<file path="config.mk">
export PLATFORM = sky130hd
export DESIGN_NAME = i2c_master_top
export DESIGN_NICKNAME = d
export VERILOG_FILES = /design/src/source/i2c_apb_pkg.sv /design/src/source/i2c_bus_pkg.sv /design/src/source/i2c_apb_regs.sv /design/src/source/i2c_bit_engine.sv /design/src/source/i2c_byte_ctrl.sv /design/src/source/i2c_master_top.sv
export SDC_FILE = /design/constraint.sdc
export NUM_CORES = 1
export LEC_CHECK = 0
export BUFFER_PORTS_ARGS = -buffer_cell sky130_fd_sc_hd__buf_2
export CORE_UTILIZATION = 40
export DETAILED_ROUTE_END_ITERATION = 8
export PLACE_DENSITY = 0.61
export SYNTH_ARGS = -nofsm -noshare
export SYNTH_HDL_FRONTEND = slang
export SYNTH_SLANG_ARGS = --single-unit
</file>
<file path="constraint.sdc">
create_clock -name rvx_port_12 -period 2.5 [get_ports rvx_port_12]
set_clock_uncertainty 0.15 [all_clocks]
set_input_delay 0.125 -clock rvx_port_12 [delete_from_list [all_inputs] [get_ports rvx_port_12]]
set_output_delay 0.125 -clock rvx_port_12 [all_outputs]
set_load 0.05 [all_outputs]
</file>
<file path="src/source/i2c_apb_pkg.sv">
// APB side definitions: request bundle, register map and register layouts of the I2C master
`default_nettype none

package i2c_apb_pkg;

	typedef logic [4:0]  apb_addr_t;
	typedef logic [31:0] apb_data_t;

	typedef struct packed {
		logic      psel;
		logic      penable;
		logic      pwrite;
		apb_addr_t paddr;
		apb_data_t pwdata;
	} apb_req_t;

	// ********************************************************
	// Register byte offsets
	// ********************************************************
	localparam apb_addr_t REG_PRESCALE = 5'h00;
	localparam apb_addr_t REG_CTRL     = 5'h04;
	localparam apb_addr_t REG_TXR      = 5'h08;
	localparam apb_addr_t REG_RXR      = 5'h0C;
	localparam apb_addr_t REG_CMD      = 5'h10;
	localparam apb_addr_t REG_STATUS   = 5'h14;

	// CMD register bit positions
	localparam int CMD_ACK  = 0;
	localparam int CMD_WR   = 1;
	localparam int CMD_RD   = 2;
	localparam int CMD_STO  = 3;
	localparam int CMD_STA  = 4;
	localparam int CMD_IACK = 5;

	// CTRL layout, bit 0 is the core enable
	typedef struct packed {
		logic ien;
		logic en;
	} ctrl_t;

	// STATUS layout, bit 0 is the interrupt flag
	typedef struct packed {
		logic rxack;
		logic busy;
		logic tip;
		logic if_flag;
	} status_t;

endpackage

`default_nettype wire

</file>
<file path="src/source/i2c_bus_pkg.sv">
// I2C side type definitions shared by the byte controller, the bit engine and the register file
`default_nettype none

package i2c_bus_pkg;

	// Data byte and quarter-period prescale count
	typedef logic [7:0]  i2c_data_t;
	typedef logic [15:0] prescale_t;

	// Commands executed by the bit engine, one bus bit each
	typedef enum logic [2:0] {
		BIT_NOP,
		BIT_START,
		BIT_STOP,
		BIT_WRITE,
		BIT_READ
	} bit_cmd_e;

	// Byte controller states, one-hot
	typedef enum logic [5:0] {
		BYTE_IDLE  = 6'b00_0001,
		BYTE_START = 6'b00_0010,
		BYTE_WRITE = 6'b00_0100,
		BYTE_READ  = 6'b00_1000,
		BYTE_ACK   = 6'b01_0000,
		BYTE_STOP  = 6'b10_0000
	} byte_state_e;

	// Bit engine quarter phases
	typedef enum logic [2:0] {
		PH_IDLE,
		PH_A,
		PH_B,
		PH_C,
		PH_D
	} bit_state_e;

	typedef struct packed {
		logic start;
		logic stop;
		logic read;
		logic write;
		logic ack_in;
	} byte_cmd_t;

	typedef struct packed {
		logic      done;
		logic      ack_out;
		i2c_data_t rx_data;
	} byte_result_t;

endpackage

`default_nettype wire

</file>
<file path="src/source/i2c_apb_regs.sv">
// APB register file of the I2C master: holds setup, posts byte commands and reports results
`default_nettype none

module i2c_apb_regs
	import i2c_bus_pkg::*;
	import i2c_apb_pkg::*;
(
	input  logic         rvx_port_12,
	input  logic         rvx_port_17,
	input  apb_req_t     apb,
	output apb_data_t    prdata,
	output logic         pready,
	output logic         enable,
	output prescale_t    prescale,
	output byte_cmd_t    cmd,
	output i2c_data_t    tx_data,
	input  byte_result_t result,
	input  logic         bus_busy,
	output logic         irq
);

	ctrl_t     ctrl;
	status_t   status;
	i2c_data_t rxr;
	logic      rxack;
	logic      tip;
	logic      if_flag;
	logic      wr_en;
	logic      cmd_wr;

	assign pready = 1'b1;
	assign wr_en  = apb.psel & apb.penable & apb.pwrite;
	assign cmd_wr = wr_en && (apb.paddr == REG_CMD);
	assign enable = ctrl.en;
	assign irq    = if_flag & ctrl.ien;
	assign status = '{rxack: rxack, busy: bus_busy, tip: tip, if_flag: if_flag};

	// Setup registers
	always_ff @(posedge rvx_port_12 or negedge rvx_port_17)
	begin
		if (!rvx_port_17)
		begin
			prescale <= '0;
			ctrl     <= '0;
			tx_data  <= '0;
		end
		else if (wr_en)
		begin
			case (apb.paddr)
				REG_PRESCALE: prescale <= apb.pwdata[15:0];
				REG_CTRL:     ctrl     <= ctrl_t'(apb.pwdata[1:0]);
				REG_TXR:      tx_data  <= apb.pwdata[7:0];
				default:      ;
			endcase
		end
	end

	// **********************************************************
	// Command posting and completion
	// **********************************************************
	always_ff @(posedge rvx_port_12 or negedge rvx_port_17)
	begin
		if (!rvx_port_17)
		begin
			cmd     <= '0;
			tip     <= 1'b0;
			if_flag <= 1'b0;
			rxack   <= 1'b0;
			rxr     <= '0;
		end
		else
		begin
			if (!ctrl.en || result.done)
			begin
				cmd <= '0;
				tip <= 1'b0;
			end
			else if (cmd_wr && !tip && (|apb.pwdata[CMD_STA:CMD_WR]))
			begin
				cmd <= '{start: apb.pwdata[CMD_STA], stop: apb.pwdata[CMD_STO],
					read: apb.pwdata[CMD_RD], write: apb.pwdata[CMD_WR],
					ack_in: apb.pwdata[CMD_ACK]};
				tip <= 1'b1;
			end
			if (result.done)
			begin
				rxr     <= result.rx_data;
				rxack   <= result.ack_out;
				if_flag <= 1'b1;
			end
			else if (cmd_wr && apb.pwdata[CMD_IACK])
				if_flag <= 1'b0;
		end
	end

	// Read mux, valid whenever the address is
	always_comb
	begin
		case (apb.paddr)
			REG_PRESCALE: prdata = {16'd0, prescale};
			REG_CTRL:     prdata = {30'd0, ctrl};
			REG_TXR:      prdata = {24'd0, tx_data};
			REG_RXR:      prdata = {24'd0, rxr};
			REG_CMD:      prdata = {27'd0, cmd};
			REG_STATUS:   prdata = {28'd0, status};
			default:      prdata = '0;
		endcase
	end

	a_apb_setup: assert property (@(posedge rvx_port_12) disable iff (!rvx_port_17)
		(apb.psel && apb.penable) |-> $past(apb.psel && !apb.penable));

endmodule

`default_nettype wire

</file>
<file path="src/source/i2c_bit_engine.sv">
// Bit-level I2C engine: runs one bit command in four prescaled phases and drives the open-drain pins
`default_nettype none

module i2c_bit_engine
	import i2c_bus_pkg::*;
(
	input  logic      rvx_port_12,
	input  logic      rvx_port_17,
	input  logic      enable,
	input  prescale_t prescale,
	input  bit_cmd_e  bit_cmd,
	input  logic      tx_bit,
	output logic      bit_done,
	output logic      rx_bit,
	output logic      bus_busy,
	input  logic      scl_in,
	input  logic      sda_in,
	output logic      scl_out_en,
	output logic      sda_out_en
);

	bit_state_e phase;
	bit_cmd_e   cmd_q;
	logic       tx_q;
	prescale_t  cnt;
	logic       clk_en;
	logic       scl_lvl;
	logic       sda_lvl;
	logic       scl_nxt;
	logic       sda_nxt;
	logic [1:0] scl_sync;
	logic [1:0] sda_sync;
	logic       sda_prev;
	logic       start_det;
	logic       stop_det;

	// Phase ends when the prescale count runs out
	assign clk_en   = (cnt == '0);
	assign bit_done = (phase == PH_D) && clk_en;

	// **********************************************************
	// Phase sequencer
	// **********************************************************
	always_ff @(posedge rvx_port_12 or negedge rvx_port_17)
	begin
		if (!rvx_port_17)
		begin
			phase <= PH_IDLE;
			cmd_q <= BIT_NOP;
			tx_q  <= 1'b1;
			cnt   <= '0;
		end
		else if (!enable)
		begin
			phase <= PH_IDLE;
			cmd_q <= BIT_NOP;
			tx_q  <= 1'b1;
			cnt   <= '0;
		end
		else if (phase == PH_IDLE)
		begin
			// Command and data bit are taken together
			if (bit_cmd != BIT_NOP)
			begin
				phase <= PH_A;
				cmd_q <= bit_cmd;
				tx_q  <= tx_bit;
				cnt   <= prescale;
			end
		end
		else if (clk_en)
		begin
			cnt <= prescale;
			case (phase)
				PH_A:    phase <= PH_B;
				PH_B:    phase <= PH_C;
				PH_C:    phase <= PH_D;
				default: phase <= PH_IDLE;
			endcase
		end
		else
			cnt <= cnt - 16'd1;
	end

	// Target line levels for the current phase, 1 means released
	always_comb
	begin
		scl_nxt = scl_lvl;
		sda_nxt = sda_lvl;
		if (phase != PH_IDLE)
		begin
			case (cmd_q)
				BIT_START:
				begin
					// SCL held as is in phase A, so a repeated START starts from SCL low
					scl_nxt = (phase == PH_A) ? scl_lvl : (phase != PH_D);
					sda_nxt = (phase inside {PH_A, PH_B});
				end
				BIT_STOP:
				begin
					scl_nxt = (phase != PH_A);
					sda_nxt = (phase inside {PH_C, PH_D});
				end
				BIT_WRITE:
				begin
					scl_nxt = (phase inside {PH_B, PH_C});
					sda_nxt = tx_q;
				end
				BIT_READ:
				begin
					scl_nxt = (phase inside {PH_B, PH_C});
					sda_nxt = 1'b1;
				end
				default:
				begin
					scl_nxt = scl_lvl;
					sda_nxt = sda_lvl;
				end
			endcase
		end
	end

	always_ff @(posedge rvx_port_12 or negedge rvx_port_17)
	begin
		if (!rvx_port_17)
		begin
			scl_lvl <= 1'b1;
			sda_lvl <= 1'b1;
		end
		else if (!enable)
		begin
			scl_lvl <= 1'b1;
			sda_lvl <= 1'b1;
		end
		else
		begin
			scl_lvl <= scl_nxt;
			sda_lvl <= sda_nxt;
		end
	end

	assign scl_out_en = ~scl_lvl;
	assign sda_out_en = ~sda_lvl;

	// **********************************************************
	// Pin sampling and bus busy
	// **********************************************************
	assign start_det = scl_sync[1] & sda_prev & ~sda_sync[1];
	assign stop_det  = scl_sync[1] & ~sda_prev & sda_sync[1];

	always_ff @(posedge rvx_port_12 or negedge rvx_port_17)
	begin
		if (!rvx_port_17)
		begin
			scl_sync <= 2'b11;
			sda_sync <= 2'b11;
			sda_prev <= 1'b1;
			bus_busy <= 1'b0;
			rx_bit   <= 1'b0;
		end
		else
		begin
			scl_sync <= {scl_sync[0], scl_in};
			sda_sync <= {sda_sync[0], sda_in};
			sda_prev <= sda_sync[1];
			if (!enable || stop_det)
				bus_busy <= 1'b0;
			else if (start_det)
				bus_busy <= 1'b1;
			// Read data is taken at the end of the SCL high phase
			if (phase == PH_C && clk_en)
				rx_bit <= sda_sync[1];
		end
	end

	// SDA moves under a high SCL only for START and STOP
	a_sda_stable: assert property (@(posedge rvx_port_12) disable iff (!rvx_port_17 || !enable)
		(scl_lvl && $past(scl_lvl) && !(cmd_q inside {BIT_START, BIT_STOP}))
			|-> $stable(sda_out_en));

endmodule

`default_nettype wire

</file>
<file path="src/source/i2c_byte_ctrl.sv">
// Byte-level I2C controller: splits a byte command into bit commands and shifts the data byte
`default_nettype none

module i2c_byte_ctrl
	import i2c_bus_pkg::*;
(
	input  logic         rvx_port_12,
	input  logic         rvx_port_17,
	input  logic         enable,
	input  byte_cmd_t    cmd,
	input  i2c_data_t    tx_data,
	output byte_result_t result,
	output bit_cmd_e     bit_cmd,
	output logic         tx_bit,
	input  logic         bit_done,
	input  logic         rx_bit
);

	byte_state_e state;
	i2c_data_t   sr;
	logic [2:0]  bit_cnt;
	logic        done_q;
	logic        ack_q;
	logic        go;

	// Hold off while the finished command is still posted
	assign go = (cmd.start | cmd.stop | cmd.read | cmd.write) & ~done_q;

	assign result = '{done: done_q, ack_out: ack_q, rx_data: sr};

	// Data shifter, loaded at command start
	always_ff @(posedge rvx_port_12)
	begin
		if (state == BYTE_IDLE && go)
			sr <= tx_data;
		else if (bit_done && (state inside {BYTE_WRITE, BYTE_READ}))
			sr <= {sr[6:0], rx_bit};
	end

	// **********************************************************
	// Byte sequencer
	// **********************************************************
	always_ff @(posedge rvx_port_12 or negedge rvx_port_17)
	begin
		if (!rvx_port_17)
		begin
			state   <= BYTE_IDLE;
			bit_cmd <= BIT_NOP;
			tx_bit  <= 1'b1;
			bit_cnt <= '0;
			done_q  <= 1'b0;
			ack_q   <= 1'b0;
		end
		else if (!enable)
		begin
			state   <= BYTE_IDLE;
			bit_cmd <= BIT_NOP;
			tx_bit  <= 1'b1;
			bit_cnt <= '0;
			done_q  <= 1'b0;
			ack_q   <= 1'b0;
		end
		else
		begin
			done_q <= 1'b0;
			case (state)
				BYTE_IDLE:
					if (go)
					begin
						bit_cnt <= 3'd7;
						if (cmd.start)
						begin
							state   <= BYTE_START;
							bit_cmd <= BIT_START;
						end
						else if (cmd.read)
						begin
							state   <= BYTE_READ;
							bit_cmd <= BIT_READ;
							tx_bit  <= 1'b1;
						end
						else if (cmd.write)
						begin
							state   <= BYTE_WRITE;
							bit_cmd <= BIT_WRITE;
							tx_bit  <= tx_data[7];
						end
						else
						begin
							state   <= BYTE_STOP;
							bit_cmd <= BIT_STOP;
						end
					end
				BYTE_START:
					if (bit_done)
					begin
						if (cmd.read)
						begin
							state   <= BYTE_READ;
							bit_cmd <= BIT_READ;
							tx_bit  <= 1'b1;
						end
						else
						begin
							state   <= BYTE_WRITE;
							bit_cmd <= BIT_WRITE;
							tx_bit  <= sr[7];
						end
					end
				BYTE_WRITE, BYTE_READ:
					if (bit_done)
					begin
						bit_cnt <= bit_cnt - 3'd1;
						if (bit_cnt == 3'd0)
						begin
							state <= BYTE_ACK;
							// Slave acknowledges a write, the master acknowledges a read
							if (state == BYTE_WRITE)
							begin
								bit_cmd <= BIT_READ;
								tx_bit  <= 1'b1;
							end
							else
							begin
								bit_cmd <= BIT_WRITE;
								tx_bit  <= cmd.ack_in;
							end
						end
						else if (state == BYTE_WRITE)
							tx_bit <= sr[6];
					end
				BYTE_ACK:
					if (bit_done)
					begin
						ack_q  <= rx_bit;
						tx_bit <= 1'b1;
						if (cmd.stop)
						begin
							state   <= BYTE_STOP;
							bit_cmd <= BIT_STOP;
						end
						else
						begin
							state   <= BYTE_IDLE;
							bit_cmd <= BIT_NOP;
							done_q  <= 1'b1;
						end
					end
				BYTE_STOP:
					if (bit_done)
					begin
						state   <= BYTE_IDLE;
						bit_cmd <= BIT_NOP;
						done_q  <= 1'b1;
					end
				default:
				begin
					state   <= BYTE_IDLE;
					bit_cmd <= BIT_NOP;
				end
			endcase
		end
	end

	a_state_onehot: assert property (@(posedge rvx_port_12) disable iff (!rvx_port_17)
		$onehot(state));

	// A finished command is cleared by the register file before it could restart
	a_no_restart: assert property (@(posedge rvx_port_12) disable iff (!rvx_port_17)
		result.done |=> !(cmd.start | cmd.stop | cmd.read | cmd.write));

endmodule

`default_nettype wire

</file>
<file path="src/source/i2c_master_top.sv">
// Top of the APB-programmed I2C master; joins register file, byte controller and bit engine
`default_nettype none

module i2c_master_top
	import i2c_bus_pkg::*;
	import i2c_apb_pkg::*;
(
	input  logic      rvx_port_12,
	input  logic      rvx_port_17,
	input  apb_req_t  apb,
	output apb_data_t prdata,
	output logic      pready,
	output logic      irq,
	input  logic      scl_in,
	input  logic      sda_in,
	output logic      scl_out_en,
	output logic      sda_out_en
);

	logic         enable;
	prescale_t    prescale;
	byte_cmd_t    cmd;
	i2c_data_t    tx_data;
	byte_result_t result;
	logic         bus_busy;
	bit_cmd_e     bit_cmd;
	logic         tx_bit;
	logic         bit_done;
	logic         rx_bit;

	i2c_apb_regs u_regs (
		.rvx_port_12 (rvx_port_12),
		.rvx_port_17 (rvx_port_17),
		.apb         (apb),
		.prdata      (prdata),
		.pready      (pready),
		.enable      (enable),
		.prescale    (prescale),
		.cmd         (cmd),
		.tx_data     (tx_data),
		.result      (result),
		.bus_busy    (bus_busy),
		.irq         (irq)
	);

	i2c_byte_ctrl u_byte_ctrl (
		.rvx_port_12 (rvx_port_12),
		.rvx_port_17 (rvx_port_17),
		.enable      (enable),
		.cmd         (cmd),
		.tx_data     (tx_data),
		.result      (result),
		.bit_cmd     (bit_cmd),
		.tx_bit      (tx_bit),
		.bit_done    (bit_done),
		.rx_bit      (rx_bit)
	);

	i2c_bit_engine u_bit_engine (
		.rvx_port_12 (rvx_port_12),
		.rvx_port_17 (rvx_port_17),
		.enable      (enable),
		.prescale    (prescale),
		.bit_cmd     (bit_cmd),
		.tx_bit      (tx_bit),
		.bit_done    (bit_done),
		.rx_bit      (rx_bit),
		.bus_busy    (bus_busy),
		.scl_in      (scl_in),
		.sda_in      (sda_in),
		.scl_out_en  (scl_out_en),
		.sda_out_en  (sda_out_en)
	);

endmodule

`default_nettype wire

</file>
== After elaboration in Yosys (flattened, before gate mapping) ==
Index checks and enable logic that the tools add are counted.

* Bitwise logic cells: 16
* $add $sub $neg: 2
* Reduce and logical (&&, ||, !) cells: 40
* Equal/unequal tests: 42
* Multiplexer cells: 85

{| class="wikitable"
|+ Operator list
! kind !! number
|-
| case mux 16 bit (6 select lines) || 1
|-
| 2-to-1 mux 6 bit || 11
|-
| 2-to-1 mux 16 bit || 4
|-
| 2-to-1 mux 3 bit || 21
|-
| 2-to-1 mux 1 bit || 34
|-
| case mux 6 bit (5 select lines) || 1
|-
| != test 3 x 2 -> 1 bit (second input constant) || 6
|-
| zero test 16 bit || 1
|-
| 2-to-1 mux 8 bit || 2
|-
| nonzero test 2 bit || 8
|-
| subtractor 16 x 1 -> 16 bit (second input constant) || 1
|-
| case mux 3 bit (5 select lines) || 1
|-
| AND reduction 2 bit || 7
|-
| equality test 3 x 2 -> 1 bit (second input constant) || 4
|-
| != test 3 bit (second input constant) || 4
|-
| equality test 5 x 4 -> 1 bit (second input constant) || 2
|-
| equality test 5 bit (second input constant) || 2
|-
| 2-to-1 mux 5 bit || 2
|-
| != test 2 x 1 -> 1 bit (second input constant) || 5
|-
| != test 5 x 1 -> 1 bit (second input constant) || 2
|-
| != test 3 x 1 -> 1 bit (second input constant) || 3
|-
| case mux 3 bit (3 select lines) || 1
|-
| AND 1 bit || 8
|-
| logical AND 1 bit || 8
|-
| other kinds (30) || 46
|}

* Register bits: 97
* Input bits: 44

== Logic depth before layout (Yosys ltp) ==
* Depth after elaboration: 7
* Gate-level depth with buffers: 9

== Cells and area by module ==
From an unflattened synthesis, not the netlist that was laid out.

* Cell total of the unflattened synthesis: 522
* Area, all modules: 5449.0 sq um

{| class="wikitable"
|+ By module, submodules not included
! module !! area an instance (sq um) !! times used !! cells an instance
|-
| i2c_apb_regs || 2110.8 || 1 || 176
|-
| i2c_bit_engine || 1890.6 || 1 || 211
|-
| i2c_byte_ctrl || 1447.6 || 1 || 135
|}

== Least setup slack after synthesis ==
OpenSTA, ideal clock, no wires.

* Kind: input-to-output
* Start: input port apb[34] (netlist name)
* End: output port prdata[2]
* Stages on the path: 4
* Slack: 0.108 ns
* Path buffers: 2
* Arrival: 2.117 ns
* Path through: clkbuf_1 > buf_1 > mux2i_1 > o21ai_0

* Cells in the longest elaborated chain, start to end: 2

{| class="wikitable"
|+ RTL lines
! item !! RTL line !! RTL
|-
| start: declaration || i2c_master_top.sv:10 || <nowiki>input apb_req_t apb,</nowiki>
|-
| equality test 5 bit, or another cell as far along || i2c_apb_regs.sv:99 || <nowiki>case (apb.paddr)</nowiki>
|-
| case mux 16 bit (6 select lines) (*) || i2c_apb_regs.sv:99 ||
|-
| end: declaration || i2c_master_top.sv:11 || <nowiki>output apb_data_t prdata,</nowiki>
|}

Every way passes the cells marked *; elsewhere a longest branch is shown, timed or not.

== Final worst setup path ==
* Start: register u_bit_engine.cnt[0]
* End: register u_byte_ctrl.bit_cmd[0]

* Cells in the longest elaborated chain, start to end: 4

{| class="wikitable"
|+ RTL lines
! item !! RTL line !! RTL
|-
| start: declaration || i2c_bit_engine.sv:25 || <nowiki>prescale_t cnt;</nowiki>
|-
| start signal: assignment || i2c_bit_engine.sv:68 || <nowiki>cnt <= prescale;</nowiki>
|-
| start signal: assignment || i2c_bit_engine.sv:73 || <nowiki>cnt <= prescale;</nowiki>
|-
| start signal: assignment || i2c_bit_engine.sv:82 || <nowiki>cnt <= cnt - 16'd1;</nowiki>
|-
| zero test 16 bit (*) || i2c_bit_engine.sv:38 || <nowiki>assign clk_en = (cnt == '0);</nowiki>
|-
| logical AND 1 bit (*) || i2c_bit_engine.sv:39 || <nowiki>assign bit_done = (phase == PH_D) && clk_en;</nowiki>
|-
| != test 3 x 2 -> 1 bit (no source line) || - ||
|-
| AND reduction 6 bit (no source line) (*) || - ||
|-
| end signal: assignment || i2c_byte_ctrl.sv:48 || <nowiki>bit_cmd <= BIT_NOP;</nowiki>
|-
| end signal: assignment || i2c_byte_ctrl.sv:57 || <nowiki>bit_cmd <= BIT_NOP;</nowiki>
|-
| end signal: assignment || i2c_byte_ctrl.sv:74 || <nowiki>bit_cmd <= BIT_START;</nowiki>
|-
| end: declaration || i2c_byte_ctrl.sv:13 || <nowiki>output bit_cmd_e bit_cmd,</nowiki>
|}

Marks and branches as above.
A chain may end at the register's enable or synchronous reset.

==> metrics.cfg <==
[finish]
syn2layout_area_growth_pct=16.35
diodes=0
nets=660
stdcell_area_um2=6500
layout.cells.non_filler=793
drive_gt1_share_pct=25.12
final_util_pct=48.32

[die]
pin_count=80
die_h_um=120.2
dieArea_um2=14440
core_area_um2=13450
start_util_pct=41.53
fp.dieW_um=120.2
std_cell_rows=42

[cts]
root_buffer=clkbuf_16
cts_made_buffers=9
clkSinkCount=97
postCtsSetupBuffers=0
cts_tree=built
clock_latency_ns=0.34
cts_htree_levels=3
clk_pin_slew_ns=0.07
cts_buffer_depth=2

[synthesis]
synth.yosys.seq_area_share_pct=44.39
synth_edf_count=8
ys_types=76
synth_seq_cells=97
synth-main-ff-cell=dfrtp_1
avgSynthCellArea_um2=10.23
synthCells=546
synth.area.top_cells=dfrtp_1, mux2_2, dfstp_2
yosysWarnings=0
syn-cell-area_um2=5587
ys_async_sr_fraction_pct=91.75
synth_top_area_share_pct=35.39
synth.most_common_cell=dfrtp_1
yosysTopAreaCell=dfrtp_1
synth_common_cells=dfrtp_1, a21oi_1, nand2_1

[flow_run]
cap_violations=0

[routing]
vias=4448
ant_nets=0
dr.pass1.iters=5
via_per_inst=5.609
drt_iter0_drc=245
routedWlPerCell_um=17.24
drc=0
routed_wl_mm=13.67

[setup_path]
reg2regPathDepth=7
crit_arrival_ns=2.43
critPathKind=reg2reg
end_kind=flop
crit_fanout=5
start_kind=flop
crit_required_ns=2.58

[power]
finalPower_w=0.006112
vdd_drop_max_mv=0.3867
power.density_nw_per_um2=940.2
p_leak_nw=2.983

[sta]
period_minus_slack_ns=2.352
slew_headroom_pct=61.31
setup_viol=0
fin_crit_sh_pct=94.09
tns_ns=0
fmax_mhz=425.1
maxSlewViolCount=0
finalHoldViolations=0
rsz0062_at_grt=no
worstMarginPinSlew_ns=0.5804

[grt]
overflow=0
antenna_found_initial=0
grt_use_total_pct=20.19
grt_max_degree=60
grt_pass1_vias=4441
grt_pass1_wl_mm=22.96

[place]
gp_congestion=0.9020
dp_hpwl_mm=9.804
placed_area_um2=5989
port_buffers=46
dp.cells=758

[min_path]
hold_path.class=in2async

[status]
status=finished, final reports clean

[flip-flops by register name, indices dropped and copies added (netlist names), 2 cells and up]
name                   flops
u_bit_engine.cnt          16
u_bit_engine.sda_sync      2
u_bit_engine.phase         3
u_regs.cmd                 5
u_byte_ctrl.sr             8
u_regs.prescale           16
u_byte_ctrl.bit_cnt        3
u_regs.rxr                 8
u_bit_engine.scl_sync      2
u_byte_ctrl.state          6
u_byte_ctrl.bit_cmd        3
u_regs.tx_data             8
u_bit_engine.cmd_q         3
[per-layer routing]
metal,track usage (%),wire [µm]
met1,27.77,6370
met2,31.65,6433
met3,2.972,578
met4,8.750,289
met5,0,0
[worst paths after layout]
kind                                                          from                                  to  slack (ns)
worst min-delay path                                   rvx_port_17    u_bit_engine.cnt[10]$_DFFE_PN0P_        0.11
worst min register to register  u_bit_engine.sda_sync[0]$_DFF_PN1_  u_bit_engine.sda_sync[1]$_DFF_PN1_        0.21
worst max register to register     u_bit_engine.cnt[0]$_DFFE_PN0P_  u_byte_ctrl.bit_cmd[0]$_DFFE_PN0P_        0.15
worst max-delay path               u_bit_engine.cnt[0]$_DFFE_PN0P_  u_byte_ctrl.bit_cmd[0]$_DFFE_PN0P_        0.15
min in group rvx_port_12                                   apb[36]           u_regs.enable$_DFFE_PN0P_        0.16
max in group asynchronous                              rvx_port_17     u_bit_engine.sda_prev$_DFF_PN1_        1.40
[through the flow]
step                      hold slack (ns)  worst slack, ns
after global placement           -0.05803           0.2300
after CTS                          0.1135           0.1727
after global routing               0.1458          0.01385
after floorplan                   -0.3206           0.1083
after detailed placement         -0.05952           0.1914
final                              0.1123           0.1478
[logic make-up after synthesis]
kind of cell	share of synthesized area (%)
simple gates	19.17
flops	44.39
mux	13.53
xor+xnor	0.4704
buf+inv	6.629
other cells	0.1344
compound gates	14.60
fa+ha+maj	1.075
[power breakdown]
| part | switching, W | internal [W] |
|---|---|---|
| Clock | 0.000613 | 0.000877 |
| Combinational | 0.00134 | 0.000991 |
| Sequential | 0.000377 | 0.00192 |
| Total | 0.00233 | 0.00378 |
[area by class of cell]
type                            instances  area [µm²]
Clock buffer                            9       225.2
Clock inverter                          7       93.84
Fill cell                            1257        6953
Inverter                               21       78.83
Multi-Input combinational cell        395        2794
Sequential cell                        97        2480
Tap cell                              176       220.2
Timing Repair Buffer                   88       608.1
[timing repair]
action                                 4_1_cts  5_1_grt
setup endpoints to repair                    0        7
resized for setup                            0        1
endpoints found under the hold margin       72        0
hold buffers                                19        0
[worst max-delay path, stage by stage, from the launching register on]
cell	delay, ns
dfrtp_1	0.40
inv_1	0.13
ha_1	0.17
nor3b_1	0.26
nand4_1	0.20
o21ai_1	0.41
o2111ai_1	0.24
o221a_2	0.28
[placed cells by master, fill, tap and decap left out, types with 8 or more instances in the layout]
master	instances
mux2i_1	23
clkbuf_16	9
nor2b_1	11
edfxtp_1	8
nand2_1	33
nor2_1	27
mux2_4	8
a211oi_1	8
a21oi_1	33
dfrtp_1	79
o22ai_1	11
mux2_2	30
nor3_1	16
dfstp_2	10
buf_4	23
dlygate4sd3_1	19
nor4_1	11
o21ai_0	29
inv_1	20
nand3_1	12
buf_2	45
conb_1	17
and2_1	13
No activity file was read; power rests on OpenSTA's default activity.
